File: config.mk
export PLATFORM = sky130hd
export DESIGN_NAME = ppu
export DESIGN_NICKNAME = d
export VERILOG_FILES = /design/src/source/ppu_pkg.sv /design/src/source/ppu_regs.sv /design/src/source/ppu_timing.sv /design/src/source/ppu_sprite_slot.sv /design/src/source/ppu_pixel_mux.sv /design/src/source/ppu.sv
export SDC_FILE = /design/constraint.sdc
export NUM_CORES = 1
export LEC_CHECK = 0
export ABC_AREA = 1
export BUFFER_PORTS_ARGS = -buffer_cell sky130_fd_sc_hd__buf_2
export CORE_MARGIN = 2
export CORE_UTILIZATION = 50
export DETAILED_ROUTE_END_ITERATION = 6
export PLACE_DENSITY = 0.64
export SYNTH_ARGS = -nofsm -noshare
export SYNTH_HDL_FRONTEND = slang
export SYNTH_SLANG_ARGS = --single-unit
File: constraint.sdc
create_clock -name i_clk -period 4.2 [get_ports i_clk]
set_input_delay 0.21 -clock i_clk [delete_from_list [all_inputs] [get_ports i_clk]]
set_output_delay 0.21 -clock i_clk [all_outputs]
set_load 0.01 [all_outputs]
File: src/source/ppu_pkg.sv
// ~~~~~~~~~~~~~~~~~~~~~~~~~~~~~~
// Screen sizes, CPU register selects, OAM record layout and the RGB palette
// Sprite count is fixed here and sets the OAM size (4 bytes per slot)
// ~~~~~~~~~~~~~~~~~~~~~~~~~~~~~~
package ppu_pkg;

    // Raster geometry, NTSC-style
    localparam logic [8:0] SCREEN_WIDTH          = 9'd341;  // Dots per line
    localparam logic [8:0] SCREEN_HEIGHT         = 9'd262;  // Lines per frame
    localparam logic [8:0] SCREEN_VISIBLE_WIDTH  = 9'd256;
    localparam logic [8:0] SCREEN_VISIBLE_HEIGHT = 9'd240;
    localparam logic [8:0] VBLANK_LINE           = 9'd241;  // First line of vblank

    // CPU register selects
    localparam logic [2:0] RS_PPUCTRL   = 3'd0;
    localparam logic [2:0] RS_PPUMASK   = 3'd1;
    localparam logic [2:0] RS_PPUSTATUS = 3'd2;
    localparam logic [2:0] RS_OAMADDR   = 3'd3;
    localparam logic [2:0] RS_OAMDATA   = 3'd4;

    localparam logic RW_READ  = 1'b1;
    localparam logic RW_WRITE = 1'b0;

    // Sprite slots
    localparam int NUM_SPRITES      = 8;
    localparam int SLOT_INDEX_WIDTH = $clog2(NUM_SPRITES);
    localparam int SPRITE_SIZE      = 8;   // Box edge in dots

    // Byte order inside one 4-byte OAM record
    localparam logic [1:0] OAM_BYTE_Y      = 2'd0;
    localparam logic [1:0] OAM_BYTE_COLOUR = 2'd1;
    localparam logic [1:0] OAM_BYTE_X      = 2'd2;
    localparam logic [1:0] OAM_BYTE_FLAGS  = 2'd3;  // Bit 0 enables the slot

    // Bit positions in PPUMASK and PPUCTRL
    localparam int MASK_GREYSCALE    = 0;
    localparam int MASK_SHOW_SPRITES = 4;
    localparam int CTRL_NMI_ENABLE   = 7;

    // 64-entry master palette, 24-bit RGB
    localparam logic [23:0] PALETTE [0:63] = '{
        24'h7C7C7C, 24'h0000FC, 24'h0000BC, 24'h4428BC,
        24'h940084, 24'hA80020, 24'hA81000, 24'h881400,
        24'h503000, 24'h007800, 24'h006800, 24'h005800,
        24'h004058, 24'h000000, 24'h000000, 24'h000000,
        24'hBCBCBC, 24'h0078F8, 24'h0058F8, 24'h6844FC,
        24'hD800CC, 24'hE40058, 24'hF83800, 24'hE45C10,
        24'hAC7C00, 24'h00B800, 24'h00A800, 24'h00A844,
        24'h008888, 24'h000000, 24'h000000, 24'h000000,
        24'hF8F8F8, 24'h3CBCFC, 24'h6888FC, 24'h9878F8,
        24'hF878F8, 24'hF85898, 24'hF87858, 24'hFCA044,
        24'hF8B800, 24'hB8F818, 24'h58D854, 24'h58F898,
        24'h00E8D8, 24'h787878, 24'h000000, 24'h000000,
        24'hFCFCFC, 24'hA4E4FC, 24'hB8B8F8, 24'hD8B8F8,
        24'hF8B8F8, 24'hF8A4C0, 24'hF0D0B0, 24'hFCE0A8,
        24'hF8D878, 24'hD8F878, 24'hB8F8B8, 24'hB8F8D8,
        24'h00FCFC, 24'hF8D8F8, 24'h000000, 24'h000000
    };

endpackage

File: src/source/ppu_regs.sv
// ~~~~~~~~~~~~~~~~~~~~~~~~~~~~~~
// CPU port has no handshake: writes land on the clock edge, reads are combinational
// Only PPUSTATUS reads back; OAM addresses of 32 and above are dropped
// ~~~~~~~~~~~~~~~~~~~~~~~~~~~~~~
`timescale 1ns/1ps

module ppu_regs (
    input  logic                             i_clk,
    input  logic                             i_reset_n,
    input  logic                             i_cs_n,          // Chip select
    input  logic                             i_rw,            // Read / ~write
    input  logic [2:0]                       i_rs,            // Register select
    input  logic [7:0]                       i_data,
    input  logic                             i_vblank_start,
    input  logic                             i_vblank_end,
    input  logic                             i_sprite0_hit,
    output logic [7:0]                       o_data,
    output logic                             o_int_n,         // To CPU ~NMI
    output logic [7:0]                       o_ppuctrl,
    output logic [7:0]                       o_ppumask,
    output logic [ppu_pkg::NUM_SPRITES-1:0]  o_slot_we,       // One-hot slot strobe
    output logic [1:0]                       o_oam_byte,
    output logic [7:0]                       o_oam_wdata
);
    import ppu_pkg::*;

    logic [7:0] r_ppuctrl;
    logic [7:0] r_ppumask;
    logic [7:0] r_oam_addr;
    logic       r_vblank;       // Becomes status bit 7
    logic       r_sprite0;      // Status bit 6
    logic       w_write;
    logic       w_status_read;
    logic       w_oam_write;

    assign w_write       = !i_cs_n && (i_rw == RW_WRITE);
    assign w_status_read = !i_cs_n && (i_rw == RW_READ) && (i_rs == RS_PPUSTATUS);
    assign w_oam_write   = w_write && (i_rs == RS_OAMDATA);

    always_ff @(posedge i_clk)
    begin
        if (!i_reset_n)
        begin
            r_ppuctrl  <= '0;
            r_ppumask  <= '0;
            r_oam_addr <= '0;
        end
        else if (w_write)
        begin
            case (i_rs)
                RS_PPUCTRL: r_ppuctrl  <= i_data;
                RS_PPUMASK: r_ppumask  <= i_data;
                RS_OAMADDR: r_oam_addr <= i_data;
                RS_OAMDATA: r_oam_addr <= r_oam_addr + 8'd1;  // Step after each data byte
                default:    ;
            endcase
        end
    end

    // Vblank and sprite-zero flags
    always_ff @(posedge i_clk)
    begin
        if (!i_reset_n)
        begin
            r_vblank  <= 1'b0;
            r_sprite0 <= 1'b0;
        end
        else
        begin
            if (i_vblank_start)
                r_vblank <= 1'b1;                           // Start wins over a read
            else if (i_vblank_end || w_status_read)
                r_vblank <= 1'b0;
            if (i_sprite0_hit)
                r_sprite0 <= 1'b1;
            else if (i_vblank_end)
                r_sprite0 <= 1'b0;                          // Held until the frame restarts
        end
    end

    always_comb
    begin
        o_data = '0;
        if (w_status_read)
            o_data = {r_vblank, r_sprite0, 6'b000000};
    end

    // OAM write decode, slot from address bits 4:2
    always_comb
    begin
        o_slot_we = '0;
        if (w_oam_write && (r_oam_addr < 8'(NUM_SPRITES * 4)))
            o_slot_we[r_oam_addr[2 +: SLOT_INDEX_WIDTH]] = 1'b1;
    end

    assign o_oam_byte  = r_oam_addr[1:0];
    assign o_oam_wdata = i_data;

    assign o_int_n   = !(r_vblank && r_ppuctrl[CTRL_NMI_ENABLE]);
    assign o_ppuctrl = r_ppuctrl;
    assign o_ppumask = r_ppumask;

endmodule

File: src/source/ppu_timing.sv
// ~~~~~~~~~~~~~~~~~~~~~~~~~~~~~~
// Free-running raster, never stalls; reset parks it on the last dot of the frame
// ~~~~~~~~~~~~~~~~~~~~~~~~~~~~~~
`timescale 1ns/1ps

module ppu_timing (
    input  logic       i_clk,
    input  logic       i_reset_n,
    output logic [8:0] o_dot_x,
    output logic [8:0] o_dot_y,
    output logic       o_visible,
    output logic       o_vblank_start,    // High for dot (0, 241)
    output logic       o_vblank_end       // High for dot (340, 261)
);
    import ppu_pkg::*;

    logic [8:0] r_dot_x;
    logic [8:0] r_dot_y;
    logic       w_last_dot;
    logic       w_last_line;

    assign w_last_dot  = (r_dot_x == SCREEN_WIDTH - 9'd1);
    assign w_last_line = (r_dot_y == SCREEN_HEIGHT - 9'd1);

    always_ff @(posedge i_clk)
    begin
        if (!i_reset_n)
        begin
            r_dot_x <= SCREEN_WIDTH - 9'd1;     // First counted dot is (0,0)
            r_dot_y <= SCREEN_HEIGHT - 9'd1;
        end
        else if (w_last_dot)
        begin
            r_dot_x <= '0;
            r_dot_y <= w_last_line ? 9'd0 : r_dot_y + 9'd1;
        end
        else
        begin
            r_dot_x <= r_dot_x + 9'd1;
        end
    end

    assign o_dot_x   = r_dot_x;
    assign o_dot_y   = r_dot_y;
    assign o_visible = (r_dot_x < SCREEN_VISIBLE_WIDTH) && (r_dot_y < SCREEN_VISIBLE_HEIGHT);

    // Each raster position lasts one cycle, so these are single-cycle pulses
    assign o_vblank_start = (r_dot_x == 9'd0) && (r_dot_y == VBLANK_LINE);
    assign o_vblank_end   = w_last_dot && w_last_line;

endmodule

File: src/source/ppu_sprite_slot.sv
// ~~~~~~~~~~~~~~~~~~~~~~~~~~~~~~
// Solid box only, no pattern data; hit is combinational on the current dot
// ~~~~~~~~~~~~~~~~~~~~~~~~~~~~~~
`timescale 1ns/1ps

module ppu_sprite_slot (
    input  logic       i_clk,
    input  logic       i_reset_n,
    input  logic       i_we,         // This slot's OAM strobe
    input  logic [1:0] i_byte,       // Byte within the record
    input  logic [7:0] i_wdata,
    input  logic [8:0] i_dot_x,
    input  logic [8:0] i_dot_y,
    output logic       o_hit,
    output logic [7:0] o_colour
);
    import ppu_pkg::*;

    logic [7:0] r_y;
    logic [7:0] r_colour;
    logic [7:0] r_x;
    logic       r_enable;
    logic       w_in_x;
    logic       w_in_y;

    // Attribute bytes
    always_ff @(posedge i_clk)
    begin
        if (i_we)
        begin
            case (i_byte)
                OAM_BYTE_Y:      r_y      <= i_wdata;
                OAM_BYTE_COLOUR: r_colour <= i_wdata;
                OAM_BYTE_X:      r_x      <= i_wdata;
                default:         ;                      // Flags handled below
            endcase
        end
    end

    always_ff @(posedge i_clk)
    begin
        if (!i_reset_n)
            r_enable <= 1'b0;
        else if (i_we && (i_byte == OAM_BYTE_FLAGS))
            r_enable <= i_wdata[0];
    end

    // Box covers X..X+7 and Y..Y+7, 9-bit compare so X=255 cannot wrap
    assign w_in_x = (i_dot_x >= {1'b0, r_x}) && (i_dot_x < {1'b0, r_x} + 9'(SPRITE_SIZE));
    assign w_in_y = (i_dot_y >= {1'b0, r_y}) && (i_dot_y < {1'b0, r_y} + 9'(SPRITE_SIZE));

    assign o_hit    = r_enable && w_in_x && w_in_y;
    assign o_colour = r_colour;

endmodule

File: src/source/ppu_pixel_mux.sv
// ~~~~~~~~~~~~~~~~~~~~~~~~~~~~~~
// Lowest slot index wins; video outputs are one cycle behind the raster timer
// ~~~~~~~~~~~~~~~~~~~~~~~~~~~~~~
`timescale 1ns/1ps

module ppu_pixel_mux (
    input  logic                               i_clk,
    input  logic                               i_reset_n,
    input  logic [7:0]                         i_ppumask,
    input  logic [8:0]                         i_dot_x,
    input  logic [8:0]                         i_dot_y,
    input  logic                               i_visible,
    input  logic [ppu_pkg::NUM_SPRITES-1:0]    i_hit,
    input  logic [ppu_pkg::NUM_SPRITES*8-1:0]  i_colour,     // Slot n at bits 8n+7:8n
    output logic [7:0]                         o_video_red,
    output logic [7:0]                         o_video_green,
    output logic [7:0]                         o_video_blue,
    output logic [8:0]                         o_video_x,
    output logic [8:0]                         o_video_y,
    output logic                               o_video_visible,
    output logic                               o_sprite0_hit   // Pulse, slot 0 drawn
);
    import ppu_pkg::*;

    logic [SLOT_INDEX_WIDTH-1:0] w_index;
    logic                        w_any_hit;
    logic                        w_show;
    logic [5:0]                  w_colour_index;
    logic [23:0]                 w_rgb;

    // Priority pick, scan downward so the lowest hitting index is kept last
    always_comb
    begin
        w_index   = '0;
        w_any_hit = 1'b0;
        for (int i = NUM_SPRITES - 1; i >= 0; i--)
        begin
            if (i_hit[i])
            begin
                w_index   = SLOT_INDEX_WIDTH'(i);
                w_any_hit = 1'b1;
            end
        end
    end

    assign w_show = w_any_hit && i_visible && i_ppumask[MASK_SHOW_SPRITES];

    always_comb
    begin
        w_colour_index = i_colour[w_index * 8 +: 6];
        if (i_ppumask[MASK_GREYSCALE])
            w_colour_index = w_colour_index & 6'h30;   // Grey column of the palette
    end

    assign w_rgb = PALETTE[w_colour_index];

    always_ff @(posedge i_clk)
    begin
        if (!i_reset_n)
        begin
            o_video_red     <= '0;
            o_video_green   <= '0;
            o_video_blue    <= '0;
            o_video_visible <= 1'b0;
            o_sprite0_hit   <= 1'b0;
        end
        else
        begin
            o_video_red     <= w_show ? w_rgb[23:16] : 8'd0;  // Black when nothing shown
            o_video_green   <= w_show ? w_rgb[15:8]  : 8'd0;
            o_video_blue    <= w_show ? w_rgb[7:0]   : 8'd0;
            o_video_visible <= i_visible;
            o_sprite0_hit   <= w_show && i_hit[0];            // Slot 0 always wins its own hit
        end
    end

    // Coordinates travel with the colour
    always_ff @(posedge i_clk)
    begin
        o_video_x <= i_dot_x;
        o_video_y <= i_dot_y;
    end

endmodule

File: src/source/ppu.sv
// ~~~~~~~~~~~~~~~~~~~~~~~~~~~~~~
// Sprites only: no video memory bus, no background, no OAM read-back
// ~~~~~~~~~~~~~~~~~~~~~~~~~~~~~~
`timescale 1ns/1ps

module ppu (
    input  logic       i_clk,
    input  logic       i_reset_n,
    input  logic       i_cs_n,
    input  logic       i_rw,
    input  logic [2:0] i_rs,
    input  logic [7:0] i_data,
    output logic [7:0] o_data,
    output logic       o_int_n,
    output logic [7:0] o_video_red,
    output logic [7:0] o_video_green,
    output logic [7:0] o_video_blue,
    output logic [8:0] o_video_x,
    output logic [8:0] o_video_y,
    output logic       o_video_visible,
    output logic [7:0] o_debug_ppuctrl,
    output logic [7:0] o_debug_ppumask
);
    import ppu_pkg::*;

    logic [7:0]               w_ppumask;
    logic [NUM_SPRITES-1:0]   w_slot_we;
    logic [1:0]               w_oam_byte;
    logic [7:0]               w_oam_wdata;
    logic [8:0]               w_dot_x;
    logic [8:0]               w_dot_y;
    logic                     w_visible;
    logic                     w_vblank_start;
    logic                     w_vblank_end;
    logic                     w_sprite0_hit;
    logic [NUM_SPRITES-1:0]   w_hit;
    logic [NUM_SPRITES*8-1:0] w_colour;

    ppu_regs u_regs (
        .i_clk          (i_clk),
        .i_reset_n      (i_reset_n),
        .i_cs_n         (i_cs_n),
        .i_rw           (i_rw),
        .i_rs           (i_rs),
        .i_data         (i_data),
        .i_vblank_start (w_vblank_start),
        .i_vblank_end   (w_vblank_end),
        .i_sprite0_hit  (w_sprite0_hit),
        .o_data         (o_data),
        .o_int_n        (o_int_n),
        .o_ppuctrl      (o_debug_ppuctrl),
        .o_ppumask      (w_ppumask),
        .o_slot_we      (w_slot_we),
        .o_oam_byte     (w_oam_byte),
        .o_oam_wdata    (w_oam_wdata)
    );

    ppu_timing u_timing (
        .i_clk          (i_clk),
        .i_reset_n      (i_reset_n),
        .o_dot_x        (w_dot_x),
        .o_dot_y        (w_dot_y),
        .o_visible      (w_visible),
        .o_vblank_start (w_vblank_start),
        .o_vblank_end   (w_vblank_end)
    );

    // One slot per OAM record
    for (genvar g = 0; g < NUM_SPRITES; g++)
    begin : g_slot
        ppu_sprite_slot u_slot (
            .i_clk     (i_clk),
            .i_reset_n (i_reset_n),
            .i_we      (w_slot_we[g]),
            .i_byte    (w_oam_byte),
            .i_wdata   (w_oam_wdata),
            .i_dot_x   (w_dot_x),
            .i_dot_y   (w_dot_y),
            .o_hit     (w_hit[g]),
            .o_colour  (w_colour[g * 8 +: 8])
        );
    end

    ppu_pixel_mux u_pixel_mux (
        .i_clk           (i_clk),
        .i_reset_n       (i_reset_n),
        .i_ppumask       (w_ppumask),
        .i_dot_x         (w_dot_x),
        .i_dot_y         (w_dot_y),
        .i_visible       (w_visible),
        .i_hit           (w_hit),
        .i_colour        (w_colour),
        .o_video_red     (o_video_red),
        .o_video_green   (o_video_green),
        .o_video_blue    (o_video_blue),
        .o_video_x       (o_video_x),
        .o_video_y       (o_video_y),
        .o_video_visible (o_video_visible),
        .o_sprite0_hit   (w_sprite0_hit)
    );

    assign o_debug_ppumask = w_ppumask;

endmodule

* Word level (Yosys, flattened, before mapping)
Memory sizes are Yosys's and may differ from the RTL's. A register that Yosys moved wholly into a read port is not among the register bits.
Cells that the tools add are included.
W data, S select, Z words.
** Cells by class
- Bitwise operators :: 3
- Shifts and indexed selects :: 1
- Magnitude comparators :: 37
- Multiply operators :: 0
- Multiplexer cells :: 28
- Add/subtract/negate cells :: 19
- Reduce and logical (&&, ||, !) cells :: 92
- Equal/unequal tests :: 10
- Div/mod/pow operators :: 0
** Operators with widths (count)
- $add A8 B4 Y9 const B :: 16
- $ge A9 B8 Y1 :: 16
- $lt A9 B9 Y1 :: 16
- $shiftx A64 B7 Y6 :: 1
- $reduce_and A2 Y1 :: 28
- $logic_and A1 B1 Y1 :: 53
- $mux W3 :: 8
- $add A9 B1 Y9 const B :: 2
- $eq A9 B9 Y1 const B :: 2
- $mux W9 :: 2
- $mux W8 :: 2
- $pmux W8 S2 :: 1
- $mux W1 :: 13
- $eq A9 B8 Y1 const B :: 1
- $logic_not A9 Y1 :: 1
- $lt A9 B8 Y1 const B :: 1
- $lt A9 B9 Y1 const B :: 1
- $add A8 B1 Y8 const B :: 1
- $lt A8 B6 Y1 const B :: 1
- $not A6 Y7 :: 1
- $eq A3 B2 Y1 const B :: 2
- $reduce_bool A2 Y1 :: 3
- $eq A2 B2 Y1 const B :: 2
- $lt A3 B4 Y1 const B :: 1
- other kinds (12) :: 15
** Storage, ports and cells
- Latch bits :: 0
- Memories :: 1
- Register bits :: 264
- Logic and storage cells :: 235
- Memory bits (writable) :: 0
- Memory bits (read-only) :: 1536
** Memory list
- (no name shown) :: words 64, width 24, rd ports 1, clocked after Yosys merged registers in 1, wr ports 0, RTL line ppu_pixel_mux.sv:55 : assign w_rgb = PALETTE[w_colour_index];

* Logic depth before layout (Yosys ltp)
- Depth in word-level cells :: 17
- Mapped depth :: 36
- Depth with buffers taken out :: 35

* Cells and area by module
A second synthesis with hierarchy kept.
** Unflattened totals
- Cell total of the unflattened synthesis :: 2374
- Area, all modules :: 19134.6 um^2
** Modules (own cells, without submodules)
- ppu_sprite_slot at g_slot[1].u_slot ... :: area each 1695.4 um^2, instances 5, cells an instance 185
- ppu_sprite_slot at g_slot[0].u_slot ... :: area each 1722.9 um^2, instances 2, cells an instance 192
- ppu_pixel_mux :: area each 2995.4 um^2, instances 1, cells an instance 497
- ppu_sprite_slot at g_slot[4].u_slot :: area each 1679.1 um^2, instances 1, cells an instance 184
- ppu_regs :: area each 1423.9 um^2, instances 1, cells an instance 212
- ppu_timing :: area each 1113.6 um^2, instances 1, cells an instance 172

* Least setup slack after synthesis
Ideal clock, no wire load.
- Path kind :: register to register
- Start point :: reg g_slot[6].u_slot.r_x[3]
- End point :: reg u_pixel_mux.o_video_blue[2]
- Stages on the path, launching flop included :: 31
- Setup time :: 0.070 ns
- Data arrival time :: 3.725 ns
- Data required time :: 4.130 ns
- Setup slack :: 0.405 ns
- Cell sequence :: edfxtp_1 -> ha_1 -> nand3_1 -> xor2_1 -> ha_1 -> nand2_1 -> inv_1 -> and3_1 -> nor2_1 -> nand2_1 -> nor2_1 -> nand3_1 -> nand2_1 -> nand2_1 -> nand2_1 -> nand2_1 -> nand2_2 -> nand2_4 -> nand2_4 -> buf_2 -> nand2_1 -> nand3_1 -> nand3_1 -> nand3_1 -> inv_1 -> ha_1 -> nand2_1 -> inv_1 -> nor3_1 -> nor2_1 -> a21oi_1
** On the way
- Cells in the longest elaborated chain, start to end :: 16
- Elaborated cells on any way between the ends :: 27
** Ends and longest elaborated chain
- start, declared :: RTL line ppu_sprite_slot.sv:21 : logic [7:0] r_x;
- start signal, assigned :: RTL line ppu_sprite_slot.sv:34 : OAM_BYTE_X: r_x <= i_wdata;
- $add A8 B4 Y9 :: RTL line ppu_sprite_slot.sv:49 : assign w_in_x = (i_dot_x >= {1'b0, r_x}) && (i_dot_x < {1'b0, r_x} + 9'(SPRITE_SIZE));
- $lt A9 B9 Y1 :: RTL line ppu_sprite_slot.sv:49
- $logic_and A1 B1 Y1 * :: RTL line ppu_sprite_slot.sv:49
- $logic_and A1 B1 Y1 * (2 in a row) :: RTL line ppu_sprite_slot.sv:52 : assign o_hit = r_enable && w_in_x && w_in_y;
- parallel branches: the longest is 11 deep, another holds $shiftx A64 B7 Y6
- end signal, assigned :: RTL line ppu_pixel_mux.sv:71 : o_video_blue <= w_show ? w_rgb[7:0] : 8'd0;
- end, declared :: RTL line ppu_pixel_mux.sv:17 : output logic [7:0] o_video_blue,
Mark *: on every way between the ends.
A chain may end at the register's enable or synchronous reset.

* Worst setup path after layout
- Start point :: reg g_slot[5].u_slot.r_x[3]
- End point :: reg u_pixel_mux.o_video_blue[3]
** On the way
- Cells in the longest elaborated chain, start to end :: 15
- Elaborated cells on any way between the ends :: 25
** Ends and longest elaborated chain (RTL line)
- start, declared :: ppu_sprite_slot.sv:21
- start signal, assigned :: ppu_sprite_slot.sv:34
- $add A8 B4 Y9 :: ppu_sprite_slot.sv:49
- $lt A9 B9 Y1 :: ppu_sprite_slot.sv:49
- $logic_and A1 B1 Y1 * :: ppu_sprite_slot.sv:49
- $logic_and A1 B1 Y1 * (2 in a row) :: ppu_sprite_slot.sv:52
- parallel branches: the longest is 10 deep, another holds $shiftx A64 B7 Y6
Marked as above.

==> results by group <==
Global route
  – Tot GR Track Use: 27.0%
  – Vias in the first global route: between 10k and 15k
  – Congestion Overflow GR: 0
  – Largest net degree at the start of global routing: 36
  – Global-route wire length before repair: 77200 um
  – Initial antenna violation count: 0

Route
  – DRC Markers: 0
  – Via Count: roughly 15k
  – Routed wire length: just under 50000 um
  – Vias per cell: ~5.5
  – WL/cell: ~18 um
  – Number of DRC markers in iteration 0: ~1.1k
  – DR pass1 iterations: 6
  – Post-route ant nets: 0

Yosys
  – Dominant cells by area after synthesis: edfxtp_1 (30%), ha_1 (18%), dfxtp_1 (10%)
  – Async SR Flop Fraction: 0%
  – Post-synth top area share: approximately 30%
  – Primary FF master, synth: edfxtp_1
  – Most common library cells after synthesis: nand2_1 (435), inv_1 (272), ha_1 (257), nor2_1 (214), edfxtp_1 (176)
  – Most common cell in the netlist: nand2_1
  – Cell taking the most area after synthesis: edfxtp_1
  – Synth Warn #: 0
  – Number of synthesized flops with an enable pin: around 180
  – Seq/Total Area, Yosys: 40.0%
  – Cells after Synth: ~2.1k
  – Count of cell types in the netlist: 50
  – Cell area after synthesis: between 15000 and 20000 um2
  – Number of synthesized register bits: roughly 270
  – Average size of a mapped cell: approximately 8.4 um2

Clock network
  – Clk sinks: 266
  – CTS tree: yes
  – CTS Buf Count: 31
  – H-Tree Depth: 1
  – Clock root cell: clkbuf_16
  – Worst skew pair latency: 0.60 ns
  – Clock transition at path regs: around 0.06 ns
  – Clock tree buffer depth: 3
  – Hold_buf cts: 0

Setup path
  – CP max stage cell: edfxtp_1
  – CP max FO: 15
  – Reg2reg start: g_slot[5].u_slot.r_x[3]$_DFFE_PP_
  – CP max stage delay: a little under 0.4 ns
  – CP most frequent cell: nand2_1
  – CP Capture Type: flop
  – Setup slack, reg-to-reg: ~0.26 ns
  – Setup Crit Path Kind: reg -> reg
  – Crit start category: flop
  – Critical Path Source: g_slot[5].u_slot.r_x[3]$_DFFE_PP_
  – Worst Path Arrival: around 4.4 ns
  – Worst Path Required: between 4 and 5 ns

Job
  – Max cap viols: 0

Floorplanning
  – Core area: around 35000 um2
  – Die W: about 190 um
  – Rows: between 60 and 70
  – Die area: approximately 37000 um2
  – # IOs: between 80 and 90
  – Die Span Y: around 190 um
  – Starting density of the core: between 50 and 60%

STA
  – Fmax: between 200 and 300 MHz
  – Slew @ Worst Pin: around 0.98 ns
  – Final Hold Viols: 0
  – Final Critical Period: roughly 4 ns
  – Fin Setup TNS: 0 ns
  – Final Worst Setup Slack: between 0.2 and 0.3 ns
  – Hold WS: 0.0669 ns
  – Setup violations, final: 0
  – Slew HR: roughly a third
  – Clock skew: approximately 0.029 ns
  – Final Cycle Share: 93.9%
  – Max-slew violations: 0

Pwr
  – Total power: approximately 7.7 mW
  – Pleak: 9.52 nW
  – Max VDD drop: between 0.3 and 0.4 mV
  – Pwr Density: approximately 370 nW/um2

Final layout
  – Layout cell share with drive strength beyond 1: between 10% and 20%
  – Post-Layout Cell Count: ~2.8k
  – Inserted Diodes: 0
  – Post-route cell area: 20700 um2
  – Post-layout util: approximately three fifths
  – NumNets Final: 2565
  – Reg area: about 7100 um2
  – P&R area growth vs syn: 17.0%
  – Area of the multi-input gates: a little under 10000 um2
  – Fill count: 3180

Placement
  – Post-placement cell count: ~2.7k
  – Routability cong.: approximately 0.9
  – PortBufs: 70
  – Placed cell areas: 19100 um2
  – Placement Setup Slack: -0.0378 ns
  – DPL Wire Length: 34600 um

Hold path
  – Hold Crit Start: i_rs[2]
  – Hold/Removal Path Class: in -> reg

Outcome
  – Status: finished, final reports clean
==> final cells by class <==
| cell class | instances | share of cell area, % |
|---|---|---|
| Tap cell | 455 | 2.75 |
| Timing Repair Buffer | 186 | 6.70 |
| Multi-Input combinational cell | 1517 | 46.4 |
| Inverter | 291 | 5.32 |
| Clock inverter | 9 | 0.290 |
| Clock buffer | 48 | 4.39 |
| Sequential cell | 266 | 34.2 |
==> registers in the layout (all words and copies together) (netlist names) <==
signal	count
u_pixel_mux.o_video_red	6
u_regs.o_ppuctrl	8
u_pixel_mux.o_video_y	9
u_regs.r_oam_addr	8
u_timing.o_dot_y	9
g_slot.u_slot.r_enable	8
u_regs.r_sprite0	1
u_regs.o_ppumask	8
u_regs.r_vblank	1
u_timing.o_dot_x	9
g_slot.u_slot.o_colour	48
u_pixel_mux.o_video_x	9
u_pixel_mux.o_video_visible	1
g_slot.u_slot.r_x	64
u_pixel_mux.o_video_blue	6
g_slot.u_slot.r_y	64
u_pixel_mux.o_video_green	6
u_pixel_mux.o_sprite0_hit	1
==> placed cells by master (no fill, tap or decap), drive strengths merged, types with 2 or more instances in the layout <==
cell type	count
nand2	444
inv	290
ha	257
nor2	223
buf	184
edfxtp	176
nand3	152
a21oi	142
dfxtp	90
o21ai	74
clkbuf	50
nand4	45
xor2	34
nand3b	20
nor3	20
o21a	19
xnor2	17
nor4	15
conb	12
clkinv	10
o211ai	8
o2111ai	7
a31oi	5
o221ai	5
a211oi	3
o311a	2
a22oi	2
a221oi	2
==> metal layers <==
| layer | vias up | share of wire [%] | track usage, % |
|---|---|---|---|
| met4 | 0 | 3.2 | 8.93 |
| met5 | - | 0 | 0 |
| met1 | 7073 | 45 | 35.8 |
| li1 | 7484 | - | - |
| met3 | 107 | 5.7 | 3.07 |
| met2 | 498 | 47 | 45.8 |
==> power breakdown <==
part           internal [mW]  switching (mW)  leakage, nW
clock network           1.48            1.10        0.479
logic                  0.801            1.32         6.73
registers               2.88          0.0943         2.31
==> timing repair <==
item | 4_1_cts | 5_1_grt
pin swaps | 0 | 22
buffers inserted | 2 | 22
cloned | 0 | 2
resized for setup | 8 | 88
hold endpoints to repair | 0 | 0
endpoints found under the setup margin | 12 | 18
==> cell families (layout without fill, tap and decap cells) <==
| logic type | Yosys count | after routing | share of synthesized area, % |
|---|---|---|---|
| flip-flops | 266 | 266 | 40.0 |
| AND/OR/NAND/NOR | 923 | 923 | 22.8 |
| AO/OA/AOI/OAI | 274 | 274 | 8.66 |
| other | 1 | 12 | 0.0212 |
| buffers and inverters | 334 | 534 | 7.84 |
| adder cells (fa/ha/maj) | 257 | 257 | 18.2 |
| XOR/XNOR | 51 | 51 | 2.52 |
==> worst max-delay path, delay by kind of cell, from the launching register on <==
family | cells | cell delay, ns
flops | 1 | 0.39
compound gates | 4 | 0.63
xor+xnor | 1 | 0.19
fa+ha+maj | 2 | 0.52
buf+inv | 2 | 0.26
simple gates | 19 | 1.84
==> path summary, 6_finish.rpt <==
check / to / cells after the start
worst max-delay path: u_pixel_mux.o_video_blue[3]$_SDFF_PN0_ / 28
worst min register to register: u_regs.r_sprite0$_SDFFE_PN0P_ / 2
worst min-delay path: u_regs.o_ppuctrl[2]$_SDFFE_PN0P_ / 4
worst max register to register: u_pixel_mux.o_video_blue[3]$_SDFF_PN0_ / 28
Power figures use the tool's default switching activity.
